--- config.mk ---
export PLATFORM = sky130hd
export DESIGN_NAME = dll_phase_sampler_flat
export DESIGN_NICKNAME = d
export VERILOG_FILES = /design/src/common/dll_strobe_if.sv /design/src/source/dll_phase_sampler.sv /design/src/flat_wrapper.sv
export SDC_FILE = /design/constraint.sdc
export NUM_CORES = 1
export LEC_CHECK = 0
export ABC_AREA = 1
export CAP_MARGIN = 0
export CORE_AREA = 2 2 39 41
export DETAILED_ROUTE_END_ITERATION = 6
export DIE_AREA = 0 0 41 43
export DONT_BUFFER_PORTS = 1
export PLACE_DENSITY = 0.42
export REMOVE_ABC_BUFFERS = 1
export SETUP_SLACK_MARGIN = 0.2
export SLEW_MARGIN = 10
export SYNTH_ARGS = -nofsm -noshare
export SYNTH_HDL_FRONTEND = slang
export SYNTH_SLANG_ARGS = --single-unit
--- constraint.sdc ---
create_clock -name clk -period 0.95 [get_ports clk]
set_input_delay 0 -clock clk [delete_from_list [all_inputs] [get_ports clk]]
set_output_delay 0 -clock clk [all_outputs]
set_load 0.05 [all_outputs]
--- src/common/dll_strobe_if.sv ---
// frame strobes from the gate sequencer to the sampler, search and output filter
interface dll_strobe_if;

  logic core_capture;     // latch the synchronized core decision
  logic up_down_capture;  // register the step vectors and decision memory
  logic tog_state;        // advance the search state
  logic pgm_write;        // write the programmed delay
  logic filter_load;      // update the output filter and lock monitor

  modport source (
    output core_capture, up_down_capture, tog_state, pgm_write, filter_load
  );

  modport sink (
    input core_capture, up_down_capture, tog_state, pgm_write, filter_load
  );

endinterface

--- src/source/dll_phase_sampler.sv ---
// decision sampler: core up/down sync and capture, source select and the decision memory
module dll_phase_sampler (
  input  logic       clk,
  input  logic       reset_n,
  input  logic       i_core_up,      // asynchronous, from the core
  input  logic       i_core_dn,
  input  logic       i_t_up,         // phase detector outputs
  input  logic       i_t_down,
  input  logic       i_core_updnen,  // steer from the core instead of the detector
  input  logic       i_overflow,     // search overflow clears the memory
  dll_strobe_if.sink strobe,
  output logic       o_new_up,
  output logic       o_new_dn,
  output logic       o_mem_up,
  output logic       o_mem_dn
);

  logic [1:0] sync_meta;  // {up, dn} first stage
  logic [1:0] sync_q;     // second stage
  logic [1:0] core_cap;   // held from core_capture on
  logic       sel_up;
  logic       sel_dn;

  always_ff @(posedge clk or negedge reset_n) begin
    if (!reset_n) begin
      sync_meta <= '0;
      sync_q    <= '0;
      core_cap  <= '0;
    end else begin
      sync_meta <= {i_core_up, i_core_dn};
      sync_q    <= sync_meta;
      if (strobe.core_capture) core_cap <= sync_q;
    end
  end

  assign sel_up = i_core_updnen ? core_cap[1] : i_t_up;
  assign sel_dn = i_core_updnen ? core_cap[0] : i_t_down;

  // up together with down cancels
  assign o_new_up = sel_up & ~sel_dn;
  assign o_new_dn = sel_dn & ~sel_up;

  always_ff @(posedge clk or negedge reset_n) begin
    if (!reset_n) begin
      o_mem_up <= 1'b0;
      o_mem_dn <= 1'b0;
    end else if (i_overflow) begin
      o_mem_up <= 1'b0;                  // forget while the search is out of range
      o_mem_dn <= 1'b0;
    end else if (strobe.up_down_capture) begin
      o_mem_up <= o_new_up;
      o_mem_dn <= o_new_dn;
    end
  end

endmodule

--- src/flat_wrapper.sv ---
// flat-port wrapper written by rule: the top's interface ports become plain ports
module dll_phase_sampler_flat 
  (clk, reset_n, i_core_up, i_core_dn, i_t_up, i_t_down, i_core_updnen, i_overflow, o_new_up, o_new_dn, o_mem_up, o_mem_dn, strobe_core_capture, strobe_up_down_capture, strobe_tog_state, strobe_pgm_write, strobe_filter_load);
  dll_strobe_if strobe_i ();
  input  logic clk;
  input  logic reset_n;
  input  logic i_core_up;
  input  logic i_core_dn;
  input  logic i_t_up;
  input  logic i_t_down;
  input  logic i_core_updnen;
  input  logic i_overflow;
  output logic o_new_up;
  output logic o_new_dn;
  output logic o_mem_up;
  output logic o_mem_dn;
  input wire logic [$bits(strobe_i.core_capture)-1:0] strobe_core_capture;
  input wire logic [$bits(strobe_i.up_down_capture)-1:0] strobe_up_down_capture;
  input wire logic [$bits(strobe_i.tog_state)-1:0] strobe_tog_state;
  input wire logic [$bits(strobe_i.pgm_write)-1:0] strobe_pgm_write;
  input wire logic [$bits(strobe_i.filter_load)-1:0] strobe_filter_load;
  assign strobe_i.core_capture = strobe_core_capture;
  assign strobe_i.up_down_capture = strobe_up_down_capture;
  assign strobe_i.tog_state = strobe_tog_state;
  assign strobe_i.pgm_write = strobe_pgm_write;
  assign strobe_i.filter_load = strobe_filter_load;
  dll_phase_sampler u_core (.clk(clk), .reset_n(reset_n), .i_core_up(i_core_up), .i_core_dn(i_core_dn), .i_t_up(i_t_up), .i_t_down(i_t_down), .i_core_updnen(i_core_updnen), .i_overflow(i_overflow), .strobe(strobe_i), .o_new_up(o_new_up), .o_new_dn(o_new_dn), .o_mem_up(o_mem_up), .o_mem_dn(o_mem_dn));
endmodule
==> run_results.csv <==
group,metric,value,unit
clock_tree,cts_buffer_depth,2,
timing,fmax,950.9,MHz
pwr,leakage,0.2793,nW
synthesis,avgSynthCellArea,8.539,um^2
setup_path,path_class,"reg -> out",
setup_path,critPathRequiredTime,950,ps
final_layout,fin_nets,71,
timing,tightest_slew,354.8,ps
die,die-area,0.001763,mm^2
die,rows,14,
die,die_h,43,um
run,cap_violations,0,
clock_tree,cts_max_level,1,
setup_path,cp_slowest_stage_delay,350,ps
final_layout,stdcell_area,529.3,um^2
clock_tree,path_clk_slew,50,ps
synthesis,yosysTopAreaCell,"dfrtp_1",
die,start_util,24.68,%
die,design.core.area,0.001384,mm^2
setup_path,endpoint_kind,"output pin",
synthesis,yosysWarnings,0,
setup_path,critical_path.top_delay_family,"flip-flops",
timing,tns,-187.3,ps
timing,fin_crit,1052,ps
place,place_area,391.6,um^2
timing,min_period_over_period,110.7,%
setup_path,crit_top_cell,"nand2_1",
final_layout,utilization,38.25,%
place,hpwl,461.7,um
outcome,violations,"setup timing",
pwr,power.density,1508,mW/mm^2
final_layout,area_delta_synth_final,54.94,%
global_routing,grt.total_usage,8.850,%
min_path,min_path_type,"in -> reg",
route,drcViolationCount,0,
global_routing,grt_max_degree,9,
setup_path,start_kind,"register",
timing,post-route-worst-setup-slack,-101.6,ps
place,place_congestion,0.5837,
synthesis,synthTopCellsByArea,"dfrtp_1 (59%), nand2_1 (20%), nor2_8 (5.9%)",
place,dpl_worst_slack,154.2,ps
timing,finalMaxSlewViolations,0,
route,ant_nets,0,
route,drt_iter0_drc,3,
clock_tree,numCtsBuffers,3,
clock_tree,clock_latency,250,ps
synthesis,synth_top_area_share,58.61,%
die,fp.dieW,41,um
global_routing,grt_pass1_vias,280,
place,port_buffers,0,
global_routing,antenna_found_initial,0,
timing,setup_viol,2,
final_layout,diodes,0,
final_layout,fillers,151,
timing,rsz0062_at_grt,"yes",
synthesis,ys_seq_area_share,58.61,%
final_layout,multi_input_area,136.4,um^2
setup_path,worst_ep_arrival_time,1050,ps
global_routing,grt_pass1_wl,966,um
synthesis,ys_ff_latch,8,
pwr,ir_drop,0.6991,mV
route,via_per_inst,4.125,
timing,hold_violations,0,
pwr,power,0.0007983,W
global_routing,overflow,0,
setup_path,crit_chain,"inv_2, nand2_1, nand2_1, nor2_1, buf_6",
route,drtPass1Iterations,2,
synthesis,syn_area,341.6,um^2
synthesis,syn_inst,40,
clock_tree,clock-sinks,8,
route,drt_wl_total,617,um
final_layout,seqCellArea,200.2,um^2
clock_tree,cts_root_buf,"clkbuf_4",
setup_path,critPathSlowestCell,"dfrtp_1",
outcome,status,"finished, violations left",
setup_path,path_buf_inv,2,
route,routed-via-count,297,
setup_path,crit_fanout,2,
timing,relSlewSlack,76.27,%
route,routedWlPerCell,8.569,um
timing,fin_skew,1.905,ps
synthesis,synth.distinct_cells,8,
die,num_io_pins,17,
final_layout,drive_gt1_share,35.71,%
clock_tree,tritoncts,"yes",
-- synth_stat cells --
| cell type | instances |
|---|---|
| inv_1 | 5 |
| o21ai_0 | 2 |
| dfrtp_1 | 8 |
| nand2_1 | 18 |
| nand3_1 | 2 |
| nor2_8 | 1 |
| nor2_1 | 3 |
| inv_2 | 1 |
-- logic make-up (layout without fill, tap and decap cells) --
kind of cell	Yosys count	count (layout)	synth area share [%]
buffers and inverters	6	22	6.593
flip-flops	8	8	58.61
AND/OR/NAND/NOR	24	24	31.87
AO/OA/AOI/OAI	2	2	2.931
-- path summary, 6_finish.rpt --
kind / from / endpoint / slack [ps] / depth (start not counted)
max in group asynchronous: reset_n / u_core.core_cap[0] / 600 / 1
setup / recovery: u_core.core_cap[1] / o_new_up / -100 / 5
setup reg to reg: u_core.core_cap[0] / u_core.o_mem_dn / 90 / 5
hold reg to reg: u_core.sync_meta[1] / u_core.sync_q[1] / 350 / 0
min in group asynchronous: reset_n / u_core.o_mem_dn / 100 / 1
hold / removal: i_core_updnen / u_core.o_mem_up / 7 / 4
-- flip-flops by register name, indices dropped and copies added (netlist names) --
name and flops:
u_core.sync_q 2, u_core.core_cap 2, u_core.sync_meta 2, u_core.o_mem_up 1, u_core.o_mem_dn 1
-- power breakdown --
part	internal (W)	leakage (nW)	total (W)	switching [W]
Combinational	0.0000774	0.167	0.000182	0.000104
Sequential	0.000361	0.0984	0.000370	0.00000912
Clock	0.000144	0.0138	0.000246	0.000103
-- layout by cell type, fill, tap and decap left out --
master         count
buf_4              3
nand3_1            1
nand2_2            4
dlygate4sd3_1      6
nor2_2             1
nor2_1             2
dfrtp_1            8
nand3_2            1
nand2_1           14
nor2_8             1
inv_2              3
buf_6              4
inv_1              3
o21ai_1            2
clkbuf_4           3
-- timing repair --
item | 4_1_cts | 5_1_grt
resized for setup | 6 | 8
hold buffers | 6 | 0
endpoints found under the hold margin | 14 | 0
endpoints found under the setup margin | 6 | 7
pin swaps | 2 | 4
buffers inserted | 2 | 1
-- metrics by stage --
step / hold slack, ps / instances
floorplan: -295.6 / 40
global placement: -295.4 / 60
detailed placement: -295.3 / 60
CTS: 10.06 / 71
global route: 29.40 / 72
finish: 6.837 / 72
-- layer usage --
metal  vias up  share of wire, %  global-route usage, %
met1       129                37                  8.389
met3         4               9.1                  1.571
met2        12                50                  12.81
met4         0               4.1                  12.00
li1        152                 -                      -
met5         -                 0                      0
-- worst reg2reg max path, stage by stage, from the launching register on --
cell and delay (ps):
dfrtp_1 380, nand2_1 80, nand2_2 60, buf_4 120, nand3_1 70, nand2_1 50
-- final cells by class --
class	instances	share of cell area, %
timing repair buffer	13	24.11
sequential	8	37.83
clock buffer	3	4.255
inverter	6	4.255
tap	16	3.783
multi-input combinational	26	25.77
(Power assumes the default switching activity.)
