<file path="src/common/dll_pkg.sv">
// shared dll code widths, search states and the split gray mapping, imported by the rtl blocks
package dll_pkg;

  // ----------------------------------------------------------
  // code and value widths
  // ----------------------------------------------------------
  typedef logic [9:0]  dll_code_t;   // programmed or reference code, binary or gray
  typedef logic [12:0] dll_value_t;  // internal or filtered value, upper 10 bits are the code
  typedef logic [14:0] dll_track_t;  // internal value joined with its 2 bit filter
  typedef logic [4:0]  dll_step_t;   // one-hot step, bit 0 fine, bits 1..4 coarse

  // bit 3 is the direction (1 = down), bit 2 set above level 0
  typedef enum logic [3:0] {
    UP_S0 = 4'b0000,
    UP_S1 = 4'b0100,
    UP_S2 = 4'b0101,
    UP_S3 = 4'b0110,
    UP_S4 = 4'b0111,
    DN_S0 = 4'b1000,
    DN_S1 = 4'b1100,
    DN_S2 = 4'b1101,
    DN_S3 = 4'b1110,
    DN_S4 = 4'b1111
  } dll_state_e;

  localparam int DLL_FRAME_CYCLES  = 16;  // cycles per gate frame
  localparam int LOCK_COUNT_TARGET = 8;   // lock detections before lock is flagged

  // coarse field [9:3] and fine field [2:0] are gray coded on their own
  function automatic dll_code_t to_split_gray(input dll_code_t bin);
    logic [6:0] coarse;
    logic [2:0] fine;
    coarse = bin[9:3];
    fine   = bin[2:0];
    return {coarse ^ (coarse >> 1), fine ^ (fine >> 1)};
  endfunction

endpackage

</file>
<file path="src/common/dll_strobe_if.sv">
// frame strobes from the gate sequencer to the sampler, search and output filter
interface dll_strobe_if;

  logic core_capture;     // latch the synchronized core decision
  logic up_down_capture;  // register the step vectors and decision memory
  logic tog_state;        // advance the search state
  logic pgm_write;        // write the programmed delay
  logic filter_load;      // update the output filter and lock monitor

  modport source (
    output core_capture, up_down_capture, tog_state, pgm_write, filter_load
  );

  modport sink (
    input core_capture, up_down_capture, tog_state, pgm_write, filter_load
  );

endinterface

</file>
<file path="src/source/dll_gate_sequencer.sv">
// gate sequencer: frame counter and gate shift register, decoded into pulses and strobes
module dll_gate_sequencer (
  input  logic         clk,
  input  logic         reset_n,
  output logic         o_launch,   // into the analog delay line
  output logic         o_measure,  // phase detector clock
  dll_strobe_if.source strobe
);
  import dll_pkg::*;

  localparam logic [3:0] FRAME_LAST = 4'(DLL_FRAME_CYCLES - 1);

  logic [3:0] frame_cnt;  // position in the frame
  logic [6:0] gate_shf;   // each bit trails the one below by a cycle

  always_ff @(posedge clk or negedge reset_n) begin
    if (!reset_n) begin
      frame_cnt <= '0;
    end else if (frame_cnt == FRAME_LAST) begin
      frame_cnt <= '0;                   // wrap at the frame end
    end else begin
      frame_cnt <= frame_cnt + 4'd1;
    end
  end

  // bit 0 is set for the first two counts of the frame
  always_ff @(posedge clk or negedge reset_n) begin
    if (!reset_n) begin
      gate_shf <= '0;
    end else begin
      gate_shf <= {gate_shf[5:0], frame_cnt[3:1] == 3'b000};
    end
  end

  // ----------------------------------------------------------
  // decodes, each strobe is one cycle per frame
  // ----------------------------------------------------------
  assign o_launch  = gate_shf[0];
  assign o_measure = gate_shf[1];                             // launch plus one

  assign strobe.core_capture    = (gate_shf[3:2] == 2'b11);
  assign strobe.up_down_capture = (gate_shf[5:4] == 2'b01);   // next cycle
  assign strobe.tog_state       = (gate_shf[5:4] == 2'b11);
  assign strobe.pgm_write       = (gate_shf[5:4] == 2'b10);
  assign strobe.filter_load     = (gate_shf[6:5] == 2'b10);   // last of the frame

endmodule

</file>
<file path="src/flat_wrapper.sv">
// flat-port wrapper written by rule: the top's interface ports become plain ports
module dll_gate_sequencer_flat import dll_pkg::*;
  (clk, reset_n, o_launch, o_measure, strobe_core_capture, strobe_up_down_capture, strobe_tog_state, strobe_pgm_write, strobe_filter_load);
  dll_strobe_if strobe_i ();
  input  logic clk;
  input  logic reset_n;
  output logic o_launch;
  output logic o_measure;
  output wire logic [$bits(strobe_i.core_capture)-1:0] strobe_core_capture;
  output wire logic [$bits(strobe_i.up_down_capture)-1:0] strobe_up_down_capture;
  output wire logic [$bits(strobe_i.tog_state)-1:0] strobe_tog_state;
  output wire logic [$bits(strobe_i.pgm_write)-1:0] strobe_pgm_write;
  output wire logic [$bits(strobe_i.filter_load)-1:0] strobe_filter_load;
  assign strobe_core_capture = strobe_i.core_capture;
  assign strobe_up_down_capture = strobe_i.up_down_capture;
  assign strobe_tog_state = strobe_i.tog_state;
  assign strobe_pgm_write = strobe_i.pgm_write;
  assign strobe_filter_load = strobe_i.filter_load;
  dll_gate_sequencer u_core (.clk(clk), .reset_n(reset_n), .o_launch(o_launch), .o_measure(o_measure), .strobe(strobe_i));
endmodule
</file>
<file path="config.mk">
export PLATFORM = sky130hd
export DESIGN_NAME = dll_gate_sequencer_flat
export DESIGN_NICKNAME = d
export VERILOG_FILES = /design/src/common/dll_pkg.sv /design/src/common/dll_strobe_if.sv /design/src/source/dll_gate_sequencer.sv /design/src/flat_wrapper.sv
export SDC_FILE = /design/constraint.sdc
export NUM_CORES = 1
export LEC_CHECK = 0
export BUFFER_PORTS_ARGS = -buffer_cell sky130_fd_sc_hd__buf_2
export CORE_AREA = 2 2 39 41
export CTS_CLUSTER_DIAMETER = 200
export DETAILED_ROUTE_END_ITERATION = 8
export DIE_AREA = 0 0 41 43
export PLACE_DENSITY = 0.48
export SYNTH_ARGS = -nofsm -noshare
export SYNTH_HDL_FRONTEND = slang
export SYNTH_SLANG_ARGS = --single-unit
</file>
<file path="constraint.sdc">
create_clock -name clk -period 2.28 [get_ports clk]
set_clock_uncertainty 0.1 [all_clocks]
set_input_delay 0.114 -clock clk [delete_from_list [all_inputs] [get_ports clk]]
set_output_delay 0.114 -clock clk [all_outputs]
set_load 0.03 [all_outputs]
</file>
==> impl_metrics.py <==
metrics = {
    "setup_path": {
        "crit_type": "reg2out",
        "path_cells": "and2_1 > buf_2",
        "cp_max_fo": 5,
        "cp_top_family": "flip-flops",
        "path_buf_inv": 1,
        "ff2ff_setup_slack_ps": 1120,
        "cp-end-kind": "output pin",
        "reg2reg_from": "u_core.frame_cnt[2]$_DFF_PN0_",
        "r2r_cells": 2,
        "required_ps": 2070,
        "cp-start-kind": "register",
        "worst-path-stages": 2,
        "cpMaxStageDelayCell": "dfrtp_1",
        "r2r-end": "u_core.frame_cnt[3]$_DFF_PN0_",
        "worst_ep_arrival_time_ps": 990,
        "cpPeakStageDelay_ps": 410,
    },
    "cells_and_area": {
        "fillCellCount": 138,
        "multi_input_area_sq_um": 96.3,
        "area_growth_pct": 25.7,
        "antenna_cells": 0,
        "final_common_cell": "dfrtp_1",
        "mostFrequentLayoutCells": "dfrtp_1 (11), buf_2 (8), nor2b_1 (3), clkbuf_4 (3), and2_1 (2)",
        "register_area_sq_um": 275,
        "layout-drive-gt1-share_pct": 31.6,
        "layout.nets": 42,
    },
    "cts": {
        "clk_pin_slew_worst_paths_ps": 60,
        "post_cts_buffers": 0,
        "cts_max_path_buffers": 2,
        "clk_latency_ps": 250,
        "hold_buffers": 1,
        "cts_repair_resize_count": 0,
        "root_buffer": "clkbuf_4",
        "cts_tree": "done",
        "cts.sinks": 11,
        "cts_max_level": 1,
        "cts_buffers": 3,
    },
    "floorplanning": {
        "dieArea_sq_um": 1760,
        "std_cell_rows": 14,
        "initial_core_util_pct": 27.1,
        "core-area_sq_um": 1380,
        "io_pins": 9,
        "die_h_microns": 43,
        "die_w_microns": 41,
    },
    "sta": {
        "grt_setup_unrepaired": "no",
        "period_needed_ps": 1200,
        "hold_violations": 0,
        "tns_ps": 0,
        "fin_hold_ws_ps": 149,
        "setup-violations-final": 0,
        "slew_violations": 0,
        "max_freq_mhz": 831,
        "tightest_slew_ps": 239,
        "timing.slew.headroom_pct": 84.1,
        "min_period_over_period_pct": 52.8,
    },
    "synth": {
        "synth_fa_ha_area_share_pct": 3.33,
        "synthMuxAreaShare_pct": 0,
        "synth_seq_area_share_pct": 73.3,
        "syn_area_sq_um": 375,
        "yosys.area_share.simple_pct": 15.7,
        "synth_warnings": 0,
        "synthDistinctLibCells": 12,
        "syn_area_per_cell_sq_um": 15.0,
        "synth_fp_nets": 28,
        "synth_xor_area_share_pct": 2.33,
        "syn-instance-count": 25,
        "synth_compound_area_share_pct": 4.33,
        "synth_top_family_by_area": "simple AND/OR/NAND/NOR gates",
        "ys_ff_latch": 11,
    },
    "grt": {
        "gr-total-overflow": 0,
        "grt_pass1_vias": 249,
        "grt_start_max_net_pins": 12,
        "antenna_found_initial": 0,
        "grt_pass1_wl_microns": 993,
        "grtUsageTotal_pct": 9.05,
    },
    "routing": {
        "routed_via_density": 4.37,
        "vias": 236,
        "wl_per_cell_microns": 10.2,
        "route.final.wire_length_microns": 553,
        "drc_errors": 0,
        "ant_nets": 0,
        "drt_iter0_markers": 2,
        "drt_pass1_iterations": 2,
    },
    "run_status": {
        "status": "finished, final reports clean",
    },
    "hold_path": {
        "hold_class": "in2async",
    },
    "placement": {
        "dp_hpwl_microns": 428,
        "port_buffers": 8,
        "routabilityCongestion": 0.755,
    },
    "power": {
        "power.density_nw_per_um2": 686,
        "ir_worst_vdd_mv": 0.188,
        "p_leak_uw": 0.000257,
    },
    "run": {
        "cap_violations": 0,
    },
}
cells in the mapped netlist:
library cell,instances,share of area [%]
a311o_1,1,2.7
a31oi_1,1,1.7
and2_1,2,3.3
and2b_2,1,2.3
and4b_1,1,2.7
dfrtp_1,11,73
ha_1,1,3.3
inv_1,1,1.0
nand2_1,1,1.0
nor2b_1,3,5.0
nor3_1,1,1.3
xor2_1,1,2.3
where the power goes:
group / total (uW) / internal (uW) / switching (uW) / leakage [uW]
Sequential: 195 / 195 / 0 / 0.000145
Clock: 123 / 67.4 / 55.7 / 0.0000150
Combinational: 5.40 / 1.74 / 3.66 / 0.0000967
area by class of cell:
type / count / area share (%)
Clock buffer: 4 / 5.57
Multi-Input combinational cell: 13 / 20.4
Tap cell: 16 / 4.24
Inverter: 1 / 0.796
Timing Repair Buffer: 9 / 10.6
Sequential cell: 11 / 58.4
cell families after synthesis:
logic type,Yosys count
DFF,11
and+or+nand+nor,9
AOI/OAI and AO/OA,2
xor gates and xnor gates,1
buffers and inverters,1
adders and majority gates,1
state kept, by name, indices dropped and copies added, names as in the netlist:
| signal | cells |
|---|---|
| u_core.gate_shf | 7 |
| u_core.frame_cnt | 4 |
stage by stage:
| stage | std cells | instance area, sq um | setup slack (ps) | power [uW] | utilization (%) |
|---|---|---|---|---|---|
| 6_report | 54 | 472 | 1080 | 324 | 34.1 |
| 4_1_cts | 54 | 472 | 1060 | 333 | 34.1 |
| 3_5_place_dp | 49 | 435 | 1120 | 203 | 31.5 |
| 3_3_place_gp | 49 | 435 | 1160 | 203 | 31.5 |
| 2_1_floorplan | 25 | 375 | 1170 | 199 | - |
| 5_1_grt | 54 | 472 | 972 | 346 | 34.1 |
routing by layer:
metal / wire [microns] / up-vias / part of all wire, % / GRT usage [%]
li1: - / 111 / - / -
met1: 227 / 118 / 41 / 8.72
met2: 290 / 7 / 52 / 14.1
met3: 35 / 0 / 6.3 / 4.71
met4: 0 / 0 / 0 / 6.00
met5: 0 / - / 0 / 0
worst max path at each step:
stage                             startpoint                            end  slack (ps)
2_1_floorplan  u_core.frame_cnt[2]$_DFF_PN0_  u_core.frame_cnt[3]$_DFF_PN0_        1170
3_3_place_gp   u_core.frame_cnt[2]$_DFF_PN0_  u_core.frame_cnt[3]$_DFF_PN0_        1160
3_5_place_dp   u_core.frame_cnt[2]$_DFF_PN0_  u_core.frame_cnt[3]$_DFF_PN0_        1120
4_1_cts         u_core.gate_shf[5]$_DFF_PN0_               strobe_tog_state        1060
5_1_grt         u_core.gate_shf[5]$_DFF_PN0_               strobe_pgm_write         970
6_report        u_core.gate_shf[5]$_DFF_PN0_               strobe_tog_state        1080
No activity file was read; power rests on OpenSTA's default activity.
